File: src/source/mem_stage_pkg.sv
package mem_stage_pkg;

    // ******************************************************************
    // widths
    // ******************************************************************

    // data path width
    localparam int XLEN     = 64;
    // one strobe per byte lane
    localparam int STRB_W   = 8;
    localparam int BYTE_W   = XLEN / STRB_W;
    // byte offset inside a 64-bit word
    localparam int OFFSET_W = 3;
    localparam int REG_ID_W = 5;

    // link address step for jal / jalr
    localparam logic [XLEN-1:0] LINK_STEP = 64'd4;

    // ******************************************************************
    // operation codes
    // ******************************************************************

    // memory operation carried from execute
    typedef enum logic [3:0] {
        MEM_NONE = 4'd0,
        MEM_LB   = 4'd1,
        MEM_LH   = 4'd2,
        MEM_LW   = 4'd3,
        MEM_LD   = 4'd4,
        MEM_LBU  = 4'd5,
        MEM_LHU  = 4'd6,
        MEM_LWU  = 4'd7,
        MEM_SB   = 4'd8,
        MEM_SH   = 4'd9,
        MEM_SW   = 4'd10,
        MEM_SD   = 4'd11
    } mem_op_t;

    // source of the register write-back value
    typedef enum logic [2:0] {
        WB_NONE = 3'd0,
        WB_ALU  = 3'd1,
        WB_LINK = 3'd2,
        WB_LOAD = 3'd3,
        WB_CSR  = 3'd4
    } wb_sel_t;

    // ******************************************************************
    // payloads
    // ******************************************************************

    // step one, straight from execute
    typedef struct packed {
        logic [XLEN-1:0] pc;
        logic [31:0]     inst;
        mem_op_t         op;
        wb_sel_t         wb_sel;
        logic [XLEN-1:0] alu_result;
        logic [XLEN-1:0] src2;
    } ex_entry_t;

    // step two, waiting on ram read data
    typedef struct packed {
        logic [XLEN-1:0]     pc;
        logic [31:0]         inst;
        mem_op_t             op;
        wb_sel_t             wb_sel;
        logic [XLEN-1:0]     alu_result;
        logic [XLEN-1:0]     src2;
        logic [OFFSET_W-1:0] offset;
    } wb_entry_t;

endpackage

File: src/source/writeback_unit.sv
`timescale 1ns/1ps

module writeback_unit
    import mem_stage_pkg::*;
(
    input  wb_entry_t            entry,
    input  logic                 valid,
    // word read on the edge that loaded entry
    input  logic [XLEN-1:0]      rdata,
    output logic                 reg_wen,
    output logic [REG_ID_W-1:0]  reg_rd,
    output logic [XLEN-1:0]      reg_value
);

    logic [XLEN-1:0] lane_data;
    logic [XLEN-1:0] load_value;

    // ******************************************************************
    // load extraction
    // ******************************************************************

    // addressed lane down to bit 0
    assign lane_data = rdata >> {entry.offset, 3'b000};

    always_comb begin
        case (entry.op)
            // signed forms
            MEM_LB:  load_value = {{(XLEN-8){lane_data[7]}}, lane_data[7:0]};
            MEM_LH:  load_value = {{(XLEN-16){lane_data[15]}}, lane_data[15:0]};
            MEM_LW:  load_value = {{(XLEN-32){lane_data[31]}}, lane_data[31:0]};
            // unsigned forms
            MEM_LBU: load_value = {{(XLEN-8){1'b0}}, lane_data[7:0]};
            MEM_LHU: load_value = {{(XLEN-16){1'b0}}, lane_data[15:0]};
            MEM_LWU: load_value = {{(XLEN-32){1'b0}}, lane_data[31:0]};
            // full word, offset is zero
            MEM_LD:  load_value = rdata;
            // stores and none give nothing to write back
            default: load_value = '0;
        endcase
    end

    // ******************************************************************
    // write-back select
    // ******************************************************************

    always_comb begin
        case (entry.wb_sel)
            WB_ALU:  reg_value = entry.alu_result;
            // return address for jal / jalr
            WB_LINK: reg_value = entry.pc + LINK_STEP;
            WB_LOAD: reg_value = load_value;
            // csr read value rides in src2
            WB_CSR:  reg_value = entry.src2;
            default: reg_value = '0;
        endcase
    end

    // rd field of the instruction
    assign reg_rd  = entry.inst[11:7];
    // no write for stores, branches and empty slots
    assign reg_wen = valid && (entry.wb_sel != WB_NONE);

endmodule

File: config.mk
export PLATFORM = sky130hd
export DESIGN_NAME = writeback_unit
export DESIGN_NICKNAME = d
export VERILOG_FILES = /design/src/source/mem_stage_pkg.sv /design/src/source/writeback_unit.sv
export SDC_FILE = /design/constraint.sdc
export NUM_CORES = 1
export LEC_CHECK = 0
export BUFFER_PORTS_ARGS = -buffer_cell sky130_fd_sc_hd__clkbuf_2
export CAP_MARGIN = 20
export CORE_AREA = 2 2 143 145
export DETAILED_ROUTE_END_ITERATION = 10
export DIE_AREA = 0 0 145 147
export PLACE_DENSITY = 0.64
export SLEW_MARGIN = 20
export SYNTH_ARGS = -nofsm -noshare
export SYNTH_HDL_FRONTEND = slang
export SYNTH_SLANG_ARGS = --single-unit
File: constraint.sdc
create_clock -name vclk -period 2.05
set_input_delay 0.205 -clock vclk [all_inputs]
set_output_delay 0.205 -clock vclk [all_outputs]
set_load 0.01 [all_outputs]
==> out/summary.txt <==
======================================================================================
Syn nets                                                                          1029
Sort of element at the end of the critical path                             output pin
Startpoint Class                                                          primary input
Min-Delay Startpoint                                                        entry[147]
Global-route usage over all layers                                              0.3323
# clk buffers                                                                        0
Delay of the slowest cell on the worst path                                    0.54 ns
Power density over cell area                                              207.9 nW/um2
Net total in the final layout                                                     1593
Total via count after detailed routing                                            9172
Aggregate global routing overflow                                                    0
Critical path origin                                                        entry[172]
Global-route wire length before repair                                        54950 um
Number of DRC violations after detailed-routing iteration 0                       1069
Starting utilization of the core area                                           0.2523
Max Clock Freq                                                               407.2 MHz
Proportion of synthesized chip area in sequential cells                              0
Flip-flop and latch area                                                         0 um2
Worst Path Arrival                                                             2.25 ns
Hold-fix buffer count after cts                                                      0
Area growth from synthesis to final layout                                      112.7%
Die H                                                                           147 um
Number of global-route vias before repair                                         8959
Routed length per placed instance                                             24.25 um
Violations in the final reports                                           negative setup slack
Share of layout cells above drive strength 1                                    0.6514
Kind of critical path                                                           in2out
Library cell contributing the largest single delay on the critical path          or4_4
Number of input and output port buffers inserted                                   332
Peak ir drop on the vdd network                                             0.07851 mV
Setup TNS Final                                                              -15.49 ns
Post-DP HPWL                                                                  30410 um
Max_cap viols                                                                        0
Number of sequential storage elements                                                0
Yosys warning total                                                                  0
Filler cell count                                                                 1924
Final critical-path share of the clock period                                    1.198
Synthesized area divided by synthesized cell count                           6.869 um2
Commonest non-fill, non-tap cell in the layout                                clkbuf_2
RSZ-0062 raised after global routing                                              true
Die Area                                                                     21320 um2
Distinct cells, synth                                                               73
Hold Worst Slack                                                             0.4100 ns
Final-report max-slew violation count                                                0
Final routed wirelength across all metal layers                               37880 um
Crit-path cells                                                           buf_8 > nand4_1 > buf_4 > or4_4 > nor3_4 > buf_6 > nand2_4 > xor2_2 > o211ai_1 > buf_2
Row Count                                                                           52
TritonRoute pass-1 iters                                                             6
Least setup slack across all paths after layout                             -0.4056 ns
DRC violation count after routing                                                    0
Most frequent cells in the layout                                         clkbuf_2 (285), buf_4 (242), nand2_1 (59)
Type of the tightest min-delay check                                            in2out
Final Hold Violating Endpoints                                                       0
Critical path's top delay family                                          simple AND/OR/NAND/NOR gates
Buf/Inv on CP                                                                        4
Worst-Margin Slew                                                            0.6545 ns
Remaining antenna violation count after routing                                      0
Synthesized instance count                                                         729
Via-per-instance ratio                                                           5.872
Result of the run                                                         finished with violations
Final estimated routing congestion in global placement                           1.022
Core Util, Final                                                                0.5367
Max transition margin                                                           0.5633
Antenna violations before repair                                                     1
Minimum clock period after layout                                             2.456 ns
Required time of the worst setup path                                          1.85 ns
Cell area after technology mapping                                            5007 um2
Floorplan Core Area                                                          19840 um2
Static Leakage                                                                4.748 nW
Die Width                                                                       145 um
Io pins                                                                            369
Largest net degree at the start of global routing                                   53
Crit Path Max Fanout                                                                 3
Multi-input gate area in the final layout                                     5807 um2
Setup-violating endpoint count in the final report                                  61
======================================================================================
through the flow:
stage	power, W	instance area [um2]	instances	setup slack (ns)
floorplan	0.0006939	5010	729	0.001338
global placement	0.001781	8768	1523	-0.4838
detailed placement	0.001775	8768	1523	-0.5095
CTS	0.002048	10030	1546	-0.3842
global route	0.002313	10650	1561	-0.4653
finish	0.002215	10650	1562	-0.4056
synthesized netlist by cell type (all sizes together), types with 9 or more instances:
library cell,count,area [um2]
a211oi,16,120.1
a21oi,55,275.3
a221oi,16,140.1
a222oi,22,220.2
a22oi,43,327.8
and3,11,73.82
buf,30,185.2
clkbuf,37,138.9
inv,10,37.53
mux2,11,127.6
mux2i,33,330.3
mux4,9,202.7
nand2,66,250.2
nand3,36,217.7
nand4,20,146.4
nor2,62,232.7
nor2b,14,87.58
nor3,18,101.4
nor4,17,176.4
o21ai,33,165.2
o221ai,40,356.6
xnor2,45,394.1
xor2,13,113.9
worst paths after layout:
check	endpoint	cells after the start
worst max-delay path	reg_value[23]	10
worst min-delay path	reg_rd[2]	0
kinds of logic after synthesis:
kind of cell | count (synthesis) | synth area share
xor gates and xnor gates | 58 | 0.1014
adders and majority gates | 1 | 0.002498
AOI/OAI and AO/OA | 266 | 0.3878
and+or+nand+nor | 274 | 0.3041
muxes | 53 | 0.1319
buffers and inverters | 77 | 0.07221
power breakdown:
group                total [W]  switching, W  leakage, nW     internal [W]
Combinational          0.00221       0.00113         4.75          0.00108
Clock          0.0000000000285             0   0.00000634  0.0000000000285
Sequential                   0             0            0                0
Total                  0.00221       0.00113         4.75          0.00108
metal layers:
| layer | wire length, um | GRT usage | vias to the layer above | part of all wire |
|---|---|---|---|---|
| li1 | - | - | 4062 | - |
| met1 | 15360 | 0.4384 | 4430 | 0.41 |
| met2 | 17990 | 0.5674 | 574 | 0.47 |
| met3 | 2934 | 0.03540 | 106 | 0.077 |
| met4 | 1588 | 0.1114 | 0 | 0.042 |
| met5 | 0 | 0 | - | 0 |
final cells by class:
cell class                      instances  area share
Tap cell                              270     0.03172
Inverter                               10    0.003524
Multi-Input combinational cell        653      0.5452
Antenna cell                            1   0.0002350
Timing Repair Buffer                  628      0.4193
repair_timing:
action / CTS / global route
buffers inserted: 20 / 23
resized for setup: 192 / 152
setup endpoints to repair: 63 / 64
pin swaps: 66 / 46
cloned: 8 / 1
Note: power is estimated with default switching activity, not from simulation.
