## src/source/mem_stage_pkg.sv

```systemverilog
package mem_stage_pkg;

    // ******************************************************************
    // widths
    // ******************************************************************

    // data path width
    localparam int XLEN     = 64;
    // one strobe per byte lane
    localparam int STRB_W   = 8;
    localparam int BYTE_W   = XLEN / STRB_W;
    // byte offset inside a 64-bit word
    localparam int OFFSET_W = 3;
    localparam int REG_ID_W = 5;

    // link address step for jal / jalr
    localparam logic [XLEN-1:0] LINK_STEP = 64'd4;

    // ******************************************************************
    // operation codes
    // ******************************************************************

    // memory operation carried from execute
    typedef enum logic [3:0] {
        MEM_NONE = 4'd0,
        MEM_LB   = 4'd1,
        MEM_LH   = 4'd2,
        MEM_LW   = 4'd3,
        MEM_LD   = 4'd4,
        MEM_LBU  = 4'd5,
        MEM_LHU  = 4'd6,
        MEM_LWU  = 4'd7,
        MEM_SB   = 4'd8,
        MEM_SH   = 4'd9,
        MEM_SW   = 4'd10,
        MEM_SD   = 4'd11
    } mem_op_t;

    // source of the register write-back value
    typedef enum logic [2:0] {
        WB_NONE = 3'd0,
        WB_ALU  = 3'd1,
        WB_LINK = 3'd2,
        WB_LOAD = 3'd3,
        WB_CSR  = 3'd4
    } wb_sel_t;

    // ******************************************************************
    // payloads
    // ******************************************************************

    // step one, straight from execute
    typedef struct packed {
        logic [XLEN-1:0] pc;
        logic [31:0]     inst;
        mem_op_t         op;
        wb_sel_t         wb_sel;
        logic [XLEN-1:0] alu_result;
        logic [XLEN-1:0] src2;
    } ex_entry_t;

    // step two, waiting on ram read data
    typedef struct packed {
        logic [XLEN-1:0]     pc;
        logic [31:0]         inst;
        mem_op_t             op;
        wb_sel_t             wb_sel;
        logic [XLEN-1:0]     alu_result;
        logic [XLEN-1:0]     src2;
        logic [OFFSET_W-1:0] offset;
    } wb_entry_t;

endpackage

```

## src/source/data_port_if.sv

```systemverilog
`timescale 1ns/1ps

interface data_port_if
    import mem_stage_pkg::*;
#(
    parameter int RAM_ADDR_BITS = 10
) ();

    // one access per cycle, qualified by en
    logic                     en;
    logic                     we;
    // word index, byte offset already stripped
    logic [RAM_ADDR_BITS-1:0] addr;
    logic [XLEN-1:0]          wdata;
    logic [STRB_W-1:0]        wstrb;
    // registered read word
    logic [XLEN-1:0]          rdata;

    // aligner side
    modport requester (
        output en, we, addr, wdata, wstrb,
        input  rdata
    );

    // ram side
    modport memory (
        input  en, we, addr, wdata, wstrb,
        output rdata
    );

endinterface

```

## src/source/store_align.sv

```systemverilog
`timescale 1ns/1ps

module store_align
    import mem_stage_pkg::*;
#(
    parameter int RAM_ADDR_BITS = 10
) (
    input  ex_entry_t          entry,
    // entry moves into the second step this edge
    input  logic               fire,
    data_port_if.requester     port
);

    logic [OFFSET_W-1:0] offset;
    logic                is_store;
    logic [STRB_W-1:0]   size_strb;
    logic [XLEN-1:0]     size_mask;

    // ******************************************************************
    // address split
    // ******************************************************************

    // low bits pick the lane, next bits the word
    assign offset    = entry.alu_result[OFFSET_W-1:0];
    // upper address bits dropped, index wraps
    assign port.addr = entry.alu_result[OFFSET_W +: RAM_ADDR_BITS];

    // ******************************************************************
    // operation decode
    // ******************************************************************

    always_comb begin
        is_store  = 1'b0;
        size_strb = '0;
        case (entry.op)
            // byte accesses
            MEM_LB, MEM_LBU: size_strb = 8'h01;
            MEM_SB: begin
                size_strb = 8'h01;
                is_store  = 1'b1;
            end
            // half word
            MEM_LH, MEM_LHU: size_strb = 8'h03;
            MEM_SH: begin
                size_strb = 8'h03;
                is_store  = 1'b1;
            end
            // word
            MEM_LW, MEM_LWU: size_strb = 8'h0f;
            MEM_SW: begin
                size_strb = 8'h0f;
                is_store  = 1'b1;
            end
            // double word
            MEM_LD: size_strb = 8'hff;
            MEM_SD: begin
                size_strb = 8'hff;
                is_store  = 1'b1;
            end
            default: begin
                size_strb = '0;
                is_store  = 1'b0;
            end
        endcase
    end

    // expand strobes into a bit mask over the low lanes
    always_comb begin
        for (int b = 0; b < STRB_W; b++) begin
            size_mask[b*BYTE_W +: BYTE_W] = {BYTE_W{size_strb[b]}};
        end
    end

    // ******************************************************************
    // request
    // ******************************************************************

    // no access for plain alu / csr traffic
    assign port.en    = fire && (entry.op != MEM_NONE);
    assign port.we    = is_store;
    // keep only the stored bytes, move them up to the lane
    assign port.wdata = (entry.src2 & size_mask) << {offset, 3'b000};
    assign port.wstrb = is_store ? (size_strb << offset) : '0;

endmodule

```

## src/flat_wrapper.sv

```systemverilog
// flat-port wrapper written by rule: the top's interface ports become plain ports
module store_align_flat import mem_stage_pkg::*;
#(
    parameter int RAM_ADDR_BITS = 10
)
  (entry, fire, port_en, port_we, port_addr, port_wdata, port_wstrb, port_rdata);
  data_port_if #(.RAM_ADDR_BITS(RAM_ADDR_BITS)) port_i ();
  input  ex_entry_t entry;
  input  logic fire;
  output wire logic [$bits(port_i.en)-1:0] port_en;
  output wire logic [$bits(port_i.we)-1:0] port_we;
  output wire logic [$bits(port_i.addr)-1:0] port_addr;
  output wire logic [$bits(port_i.wdata)-1:0] port_wdata;
  output wire logic [$bits(port_i.wstrb)-1:0] port_wstrb;
  input wire logic [$bits(port_i.rdata)-1:0] port_rdata;
  assign port_en = port_i.en;
  assign port_we = port_i.we;
  assign port_addr = port_i.addr;
  assign port_wdata = port_i.wdata;
  assign port_wstrb = port_i.wstrb;
  assign port_i.rdata = port_rdata;
  store_align #(.RAM_ADDR_BITS(RAM_ADDR_BITS)) u_core (.entry(entry), .fire(fire), .port(port_i));
endmodule
```

## config.mk

```make
export PLATFORM = sky130hd
export DESIGN_NAME = store_align_flat
export DESIGN_NICKNAME = d
export VERILOG_FILES = /design/src/source/mem_stage_pkg.sv /design/src/source/data_port_if.sv /design/src/source/store_align.sv /design/src/flat_wrapper.sv
export SDC_FILE = /design/constraint.sdc
export NUM_CORES = 1
export LEC_CHECK = 0
export BUFFER_PORTS_ARGS = -buffer_cell sky130_fd_sc_hd__buf_2
export CELL_PAD_IN_SITES_DETAIL_PLACEMENT = 0
export CELL_PAD_IN_SITES_GLOBAL_PLACEMENT = 2
export CORE_AREA = 2 2 146 148
export DETAILED_ROUTE_END_ITERATION = 7
export DIE_AREA = 0 0 148 150
export PLACE_DENSITY = 0.81
export SETUP_SLACK_MARGIN = 0.4
export SLEW_MARGIN = 5
export SYNTH_ARGS = -nofsm -noshare
export SYNTH_HDL_FRONTEND = slang
export SYNTH_SLANG_ARGS = --single-unit
```

## constraint.sdc

```tcl
create_clock -name vclk -period 4.2
set_input_delay 0.21 -clock vclk [all_inputs]
set_output_delay 0.21 -clock vclk [all_outputs]
set_load 0.01 [all_outputs]
```

==> results of run 1 <==
## final timing paths
check             slack (ns)             end  cells after the start
setup / recovery        1.33  port_wdata[34]                      7
hold / removal          0.42    port_addr[1]                      0
## report_power, final
part / internal, mW / switching [mW]
combinational: 0.134 / 0.223
sequential: 0 / 0
clock: 0 / 0
## layout make-up
cell class / count / area [µm²] / area share [%]
tap: 275 / 344 / 10.9
timing repair buffer: 152 / 776 / 24.5
multi-input combinational: 267 / 2020 / 63.9
inverter: 6 / 25.0 / 0.790
## cell families (layout without fill, tap and decap cells)
family	count (synthesis)	count (layout)	share of synthesized area [%]
multiplexers	40	40	18.9
buffers and inverters	44	158	12.2
AO/OA/AOI/OAI	116	116	43.1
AND/OR/NAND/NOR	111	111	25.8
## per-stage QoR
| stage | area, µm² | util, % | std cells |
|---|---|---|---|
| 2_1_floorplan | 2310 | - | 311 |
| 4_1_cts | 3170 | 15.3 | 700 |
| 5_1_grt | 3170 | 15.3 | 700 |
| 3_5_place_dp | 3170 | 15.3 | 700 |
| 3_3_place_gp | 3170 | 15.3 | 700 |
| 6_report | 3170 | 15.3 | 700 |
## per-layer routing
layer,up-vias,routed length [µm]
met4,0,92
met2,195,6370
met1,1472,6800
met3,6,1280
li1,1446,-
met5,-,0
## cells in the final DEF, fill, tap and decap left out, types with 3 or more instances in the layout
| master | instances |
|---|---|
| a211oi_4 | 3 |
| buf_2 | 146 |
| a22o_1 | 6 |
| and2_1 | 9 |
| mux2i_1 | 21 |
| nor3_1 | 3 |
| o22ai_1 | 4 |
| nand2_1 | 31 |
| inv_1 | 3 |
| o211ai_1 | 12 |
| o21ai_1 | 13 |
| nor2_1 | 27 |
| a32oi_1 | 4 |
| nor2b_1 | 8 |
| buf_4 | 6 |
| a21oi_1 | 8 |
| a211oi_1 | 5 |
| a22oi_1 | 19 |
| a221oi_1 | 16 |
| nand3_1 | 12 |
| a221oi_2 | 8 |
| mux2_2 | 18 |
| and3_1 | 9 |
==> results_dict.tcl, run 1 <==
set metrics [dict create \
    status "completed" \
    avgSynthCellArea_um2 7.41 \
    critPathCaptureType "primary output" \
    dr.pass1.iters 5 \
    vias_per_cell 4.46 \
    row_count 53 \
    cts_resized 0 \
    finalMaxSlewViolations 0 \
    final-seq-area_um2 0 \
    io_buffers 146 \
    grt_util_met1_pct 18.1 \
    synth_top_cell_area_share_pct 9.12 \
    min_from "entry[68]" \
    max_freq_mhz 349 \
    fin_ws_ns 1.33 \
    grt_first_pass_wirelength_um 20800 \
    initial_core_util_pct 11.1 \
    crit_fanout 16 \
    required_ns 3.99 \
    synth_top_area_cell "mux2i_1" \
    drt-total-wl_um 14500 \
    grt_pass1_vias 3049 \
    antenna_found_initial 0 \
    start_kind "input pin" \
    slowest_delay_ns 0.66 \
    slowest_stage "a21oi_4" \
    yosysSeqAreaShare_pct 0 \
    min_period_over_period_pct 68.2 \
    relSlewSlack_pct 32.7 \
    netlist_top_cells_area "mux2i_1, mux2_2, a22oi_1" \
    worst_pin_slew_ns 1.01 \
    wl_per_cell_um 20.8 \
    cp-startpoint "entry[131]" \
    power.total_mw 0.357 \
    antenna_cells 0 \
    critPathTopFamily "compound AO/OA/AOI/OAI gates" \
    synth_nets 607 \
    power_density_nw_per_um2 113 \
    drive_gt1_share_pct 47.1 \
    syn_inst 311 \
    cap_violations 0 \
    grtUsageMet3_pct 2.20 \
    final_nets 723 \
    worstPathArrival_ns 2.66 \
    rsz0062_at_grt "no" \
    vias 3119 \
    area_delta_synth_final_pct 37.4 \
    die_x_um 148 \
    worstSetupPathType "input pin to primary output" \
    synth.cell_area_um2 2310 \
    hpwl_um 11400 \
    pin_count 380 \
    synth.most_common_cell "nand2_1" \
    yosysUniqueCellTypes 51 \
    timing.setup.tns_ns 0 \
    route.detailed.drc 0 \
    hold_viol_final 0 \
    min_period_ns 2.87 \
    met2_usage_pct 20.3 \
    postRouteAntennaNets 0 \
    fin_hold_ws_ns 0.420 \
    power_leakage_nw 1.39 \
    die_h_um 150 \
    place_congestion 0.760 \
    cts_setup_buffers 0 \
    dieArea_um2 22200 \
    cp_num_buf_inv 2 \
    hold_path_class "input pin to primary output" \
    core_um2 20700 \
    seq_cells 0 \
    pre_cts_ws_ns 1.39 \
    num-clock-buffers 0 \
    first_iter_violations 232 \
    crit_chain "buf_2 -> nor3_4 -> nand2_1 -> a21oi_4 -> a221oi_1 -> a211oi_1 -> buf_2" \
    gr-usage-all-layers_pct 12.5 \
    grt_busiest_layer "met2" \
    synth_commonest_cells "nand2_1, nor2_1, mux2i_1" \
    cpMostUsedCell "buf_2" \
    setup_viol 0 \
    grt-ovfl-total 0 \
    vdd_ir_drop_max_mv 0.0276 \
    cts_hold_buf 0 \
    fill_cells 2449 \
    grt_start_max_net_pins 36 \
    synth-warning-count 0 \
]
No activity file was read; power rests on OpenSTA's default activity.
==> inputs of run 2 (changes only) <==
--- a/config.mk
+++ b/config.mk
@@ -8,10 +8,9 @@
 export BUFFER_PORTS_ARGS = -buffer_cell sky130_fd_sc_hd__buf_2
 export CELL_PAD_IN_SITES_DETAIL_PLACEMENT = 0
 export CELL_PAD_IN_SITES_GLOBAL_PLACEMENT = 2
-export CORE_AREA = 2 2 146 148
+export CORE_UTILIZATION = 11
 export DETAILED_ROUTE_END_ITERATION = 7
-export DIE_AREA = 0 0 148 150
-export PLACE_DENSITY = 0.81
+export PLACE_DENSITY = 0.8
 export SETUP_SLACK_MARGIN = 0.4
 export SLEW_MARGIN = 5
 export SYNTH_ARGS = -nofsm -noshare
==> constraint.sdc (replaced) <==
create_clock -name vclk -period 2.9
set_input_delay 0.145 -clock vclk [all_inputs]
set_output_delay 0.145 -clock vclk [all_outputs]
set_load 0.01 [all_outputs]
==> run 2 against run 1 <==
Net effect:
- first-iteration DRC count down 9.1%
- setup slack got worse by 0.74 ns
- hold slack got worse by 0.13 ns
- critical endpoint is now port_wdata[32]
- global-route usage increased by 0.27 points
- routed wire length decreased by 2.3%
- sequential share of layout area unchanged
- flip-flop and latch count did not move
- clock-buffer cell count unchanged
- largest cell class unchanged
- via count increased by 0.83%
- critical path depth increased by 2
- design area up 3.2%
==> results_dict.tcl, run 2 (same netlist as run 1, synthesis figures left out) <==
set metrics [dict create \
    status "completed" \
    die_h_um 147 \
    final_cell_mix "buf_2, nand2_1, nor2_1" \
    required_ns 2.76 \
    fin_ws_ns 0.598 \
    place_congestion 0.774 \
    vias 3145 \
    critPathCaptureType "primary output" \
    cap_violations 0 \
    grt-ovfl-total 0 \
    io_buffers 146 \
    mostFrequentLayoutCell "buf_2" \
    cts_hold_buf 0 \
    grt_start_max_net_pins 56 \
    seq_cells 0 \
    initial_core_util_pct 11.3 \
    worstSetupPathType "input pin to primary output" \
    hold_viol_final 0 \
    num-clock-buffers 0 \
    rsz0062_at_grt "no" \
    hpwl_um 11600 \
    crit_fanout 12 \
    route.detailed.drc 0 \
    cts_resized 0 \
    row_count 52 \
    final-seq-area_um2 0 \
    area_delta_synth_final_pct 41.8 \
    die_x_um 147 \
    worst_pin_slew_ns 0.634 \
    hold_path_class "input pin to primary output" \
    pin_count 380 \
    min_period_over_period_pct 79.4 \
    grt_pass1_vias 3097 \
    gr-usage-all-layers_pct 12.8 \
    dieArea_um2 21500 \
    setup_viol 0 \
    antenna_found_initial 1 \
    drive_gt1_share_pct 48.7 \
    vias_per_cell 4.43 \
    fill_cells 2381 \
    worstPathArrival_ns 2.16 \
    first_iter_violations 211 \
    timing.setup.tns_ns 0 \
    relSlewSlack_pct 57.6 \
    pre_cts_ws_ns 0.626 \
    wl_per_cell_um 20.0 \
    final_nets 737 \
    dr.pass1.iters 4 \
    start_kind "input pin" \
    grt_first_pass_wirelength_um 20800 \
    finalMaxSlewViolations 0 \
    postRouteAntennaNets 0 \
    core_um2 20400 \
    min_period_ns 2.30 \
    max_freq_mhz 434 \
    drt-total-wl_um 14200 \
    cts_setup_buffers 0 \
    finish.utilization_pct 16.1 \
]
[run 2: worst max-delay path, stage by stage]
cell and delay [ns]:
buf_2 0.20, nor3_4 0.23, nand2_1 0.35, buf_4 0.30, a21oi_2 0.25, buf_4 0.20
a221oi_1 0.08, a211oi_1 0.20, buf_2 0.19
[run 2: path summary, 6_finish.rpt]
path / depth (start not counted) / slack (ns) / endpoint / start
setup / recovery: 9 / 0.60 / port_wdata[32] / entry[131]
hold / removal: 0 / 0.29 / port_addr[4] / entry[71]
[run 2: layer usage]
metal  global-route usage, %  wire length [µm]  up-vias
met5                       0                11        -
met3                    2.14              1040       14
met2                    20.2              6400      135
met4                    1.77               176        2
met1                    18.3              6570     1518
li1                        -                 -     1476
[run 2: layout make-up]
class,count,area [µm²],area share [%]
inverter,6,25.0,0.765
multi-input combinational,267,2020,61.9
timing repair buffer,166,881,26.9
tap,270,338,10.3
antenna,1,2.50,0.0765
[run 2: per-stage QoR]
step	instances	cell area, µm²	hold slack (ns)
after CTS	709	3270	0.290
final	710	3270	0.290
after detailed placement	709	3270	0.290
after global routing	709	3270	0.290
after floorplan	311	2310	0.382
after global placement	709	3270	0.290
==> inputs of run 3 (changes only) <==
--- a/config.mk
+++ b/config.mk
@@ -8,9 +8,9 @@
 export BUFFER_PORTS_ARGS = -buffer_cell sky130_fd_sc_hd__buf_2
 export CELL_PAD_IN_SITES_DETAIL_PLACEMENT = 0
 export CELL_PAD_IN_SITES_GLOBAL_PLACEMENT = 2
-export CORE_UTILIZATION = 11
+export CORE_UTILIZATION = 10
 export DETAILED_ROUTE_END_ITERATION = 7
-export PLACE_DENSITY = 0.8
+export PLACE_DENSITY = 0.76
 export SETUP_SLACK_MARGIN = 0.4
 export SLEW_MARGIN = 5
 export SYNTH_ARGS = -nofsm -noshare
==> constraint.sdc (replaced) <==
create_clock -name vclk -period 1.85
set_input_delay 0.0925 -clock vclk [all_inputs]
set_output_delay 0.0925 -clock vclk [all_outputs]
set_load 0.01 [all_outputs]
==> run 3 against run 2 <==
Net effect:
- critical path depth unchanged
- die area up 9.9%
- routed wire length up 13%
- first-iteration DRC count down 27%
- global-route usage about the same
- hold slack worse by 0.10 ns
- setup slack worse by 0.57 ns
- final cell count up 10%
==> results_dict.tcl, run 3 (same netlist as run 1, synthesis figures left out) <==
set metrics [dict create \
    grt_first_pass_wirelength_um 23200 \
    seq_cells 0 \
    hold_path_class "input pin to primary output" \
    fill_cells 2509 \
    vdd_ir_drop_max_mv 0.0823 \
    first_iter_violations 153 \
    mostFrequentLayoutCell "buf_2" \
    row_count 55 \
    hold_viol_final 0 \
    area_delta_synth_final_pct 106 \
    rsz0062_at_grt "yes" \
    worstSetupPathType "input pin to primary output" \
    setup_viol 0 \
    dieArea_um2 23700 \
    cp_num_buf_inv 4 \
    power_frac_comb_pct 100.0 \
    worst_pin_slew_ns 0.554 \
    drive_gt1_share_pct 73.0 \
    power.share.clock_pct 0 \
    p_sw_mw 0.654 \
    pin_count 380 \
    cap_violations 0 \
    slowest_delay_ns 0.31 \
    grt_start_max_net_pins 28 \
    hpwl_um 12500 \
    start_kind "input pin" \
    final_nets 794 \
    cts_hold_buf 0 \
    worstPathArrival_ns 1.73 \
    num-clock-buffers 0 \
    holdPathEnd "port_addr[6]" \
    antenna_found_initial 2 \
    critPathTopFamily "compound AO/OA/AOI/OAI gates" \
    place_area_um2 3660 \
    internal_power_mw 0.551 \
    min_period_over_period_pct 98.7 \
    power_density_nw_per_um2 254 \
    grt-ovfl-total 0 \
    power_leakage_nw 1.93 \
    finalMaxSlewViolations 0 \
    slowest_stage "a21oi_4" \
    required_ns 1.76 \
    dr.pass1.iters 4 \
    sw_frac_of_total_pct 54.3 \
    grt_pass1_vias 3487 \
    max_freq_mhz 548 \
    drt-total-wl_um 16100 \
    vias 3425 \
    crit_chain "buf_8 -> buf_12 -> nor3_4 -> nand2_4 -> a21oi_4 -> buf_6 -> a22oi_2 -> o211ai_1 -> buf_2" \
    final-seq-area_um2 0 \
    fin_area_um2 4750 \
    place_congestion 0.772 \
    initial_core_util_pct 10.2 \
    hold_depth 0 \
    core_um2 22600 \
    gr-usage-all-layers_pct 12.8 \
    crit_fanout 6 \
    critPathCaptureType "primary output" \
    vias_per_cell 4.37 \
    wl_per_cell_um 20.6 \
    die_x_um 154 \
    route.detailed.drc 0 \
    status "completed" \
    postRouteAntennaNets 0 \
    pwr-share-seq_pct 0 \
    relSlewSlack_pct 63.0 \
    min_period_ns 1.83 \
    final_cell_mix "buf_2, buf_4, buf_6" \
    min_from "entry[73]" \
    finish.utilization_pct 21.0 \
    die_h_um 154 \
    io_buffers 146 \
]
==> run 3: cell types whose count changed in the layout (fill, tap and decap cells not counted), moves of 8 or more <==
cell / previous run / this run
a221oi_1: 16 / 8
a221oi_4: 0 / 9
a22oi_1: 19 / 2
a22oi_2: 2 / 19
and3_1: 9 / 0
and3_4: 0 / 9
buf_2: 146 / 120
buf_4: 20 / 55
buf_6: 0 / 40
==> run 3: metal layers <==
layer  up-vias  part of all wire (%)  GRT usage [%]
met5         -                     0              0
met4         0                  0.84           1.29
met1      1687                    48           18.6
li1       1594                     -              -
met2       135                    46           20.8
met3         9                   5.5           1.44
==> run 3: area by class of cell <==
cell class	count	area, µm²	share of cell area [%]
Inverter	6	30.0	0.632
Timing Repair Buffer	223	1620	34.1
Tap cell	285	357	7.51
Antenna cell	2	5.00	0.105
Multi-Input combinational cell	267	2740	57.7
==> run 3: repair_timing <==
item                                   CTS  global route
setup endpoints to repair               70            72
resized for setup                       61           108
pin swaps                               34            35
gates cloned                             0             2
buffers inserted                        15             4
endpoints found under the hold margin    0             0
==> run 3: worst max-delay path by stage <==
stage / from / end / slack, ns / cells past startpoint
after CTS: entry[134] / port_wdata[59] / 0.02 / 11
after floorplan: entry[133] / port_wdata[48] / 0.35 / 7
final: entry[134] / port_wdata[37] / 0.02 / 9
after detailed placement: entry[134] / port_wstrb[3] / -0.10 / 9
after global routing: entry[134] / port_wdata[37] / -0.002 / 9
after global placement: entry[134] / port_wdata[37] / -0.13 / 9
==> run 3: stage by stage <==
step | instances | setup slack (ns) | hold slack (ns) | TNS (ns) | power [mW]
4_1_cts | 775 | 0.0210 | 0.185 | 0 | 1.04
5_1_grt | 782 | -0.00235 | 0.185 | -0.00235 | 1.28
3_3_place_gp | 760 | -0.127 | 0.185 | -1.19 | 0.917
3_5_place_dp | 760 | -0.104 | 0.185 | -1.11 | 0.914
2_1_floorplan | 311 | 0.352 | 0.277 | 0 | 0.522
6_report | 783 | 0.0238 | 0.185 | 0 | 1.20
==> run 3: power by group through the flow <==
stage / sequential (mW) / combinational (mW) / clock, mW
after floorplan: 0 / 0.522 / 0
after global placement: 0 / 0.917 / 0
after detailed placement: 0 / 0.914 / 0
after CTS: 0 / 1.04 / 0
after global routing: 0 / 1.28 / 0.0000000723
final: 0 / 1.20 / 0.000000145
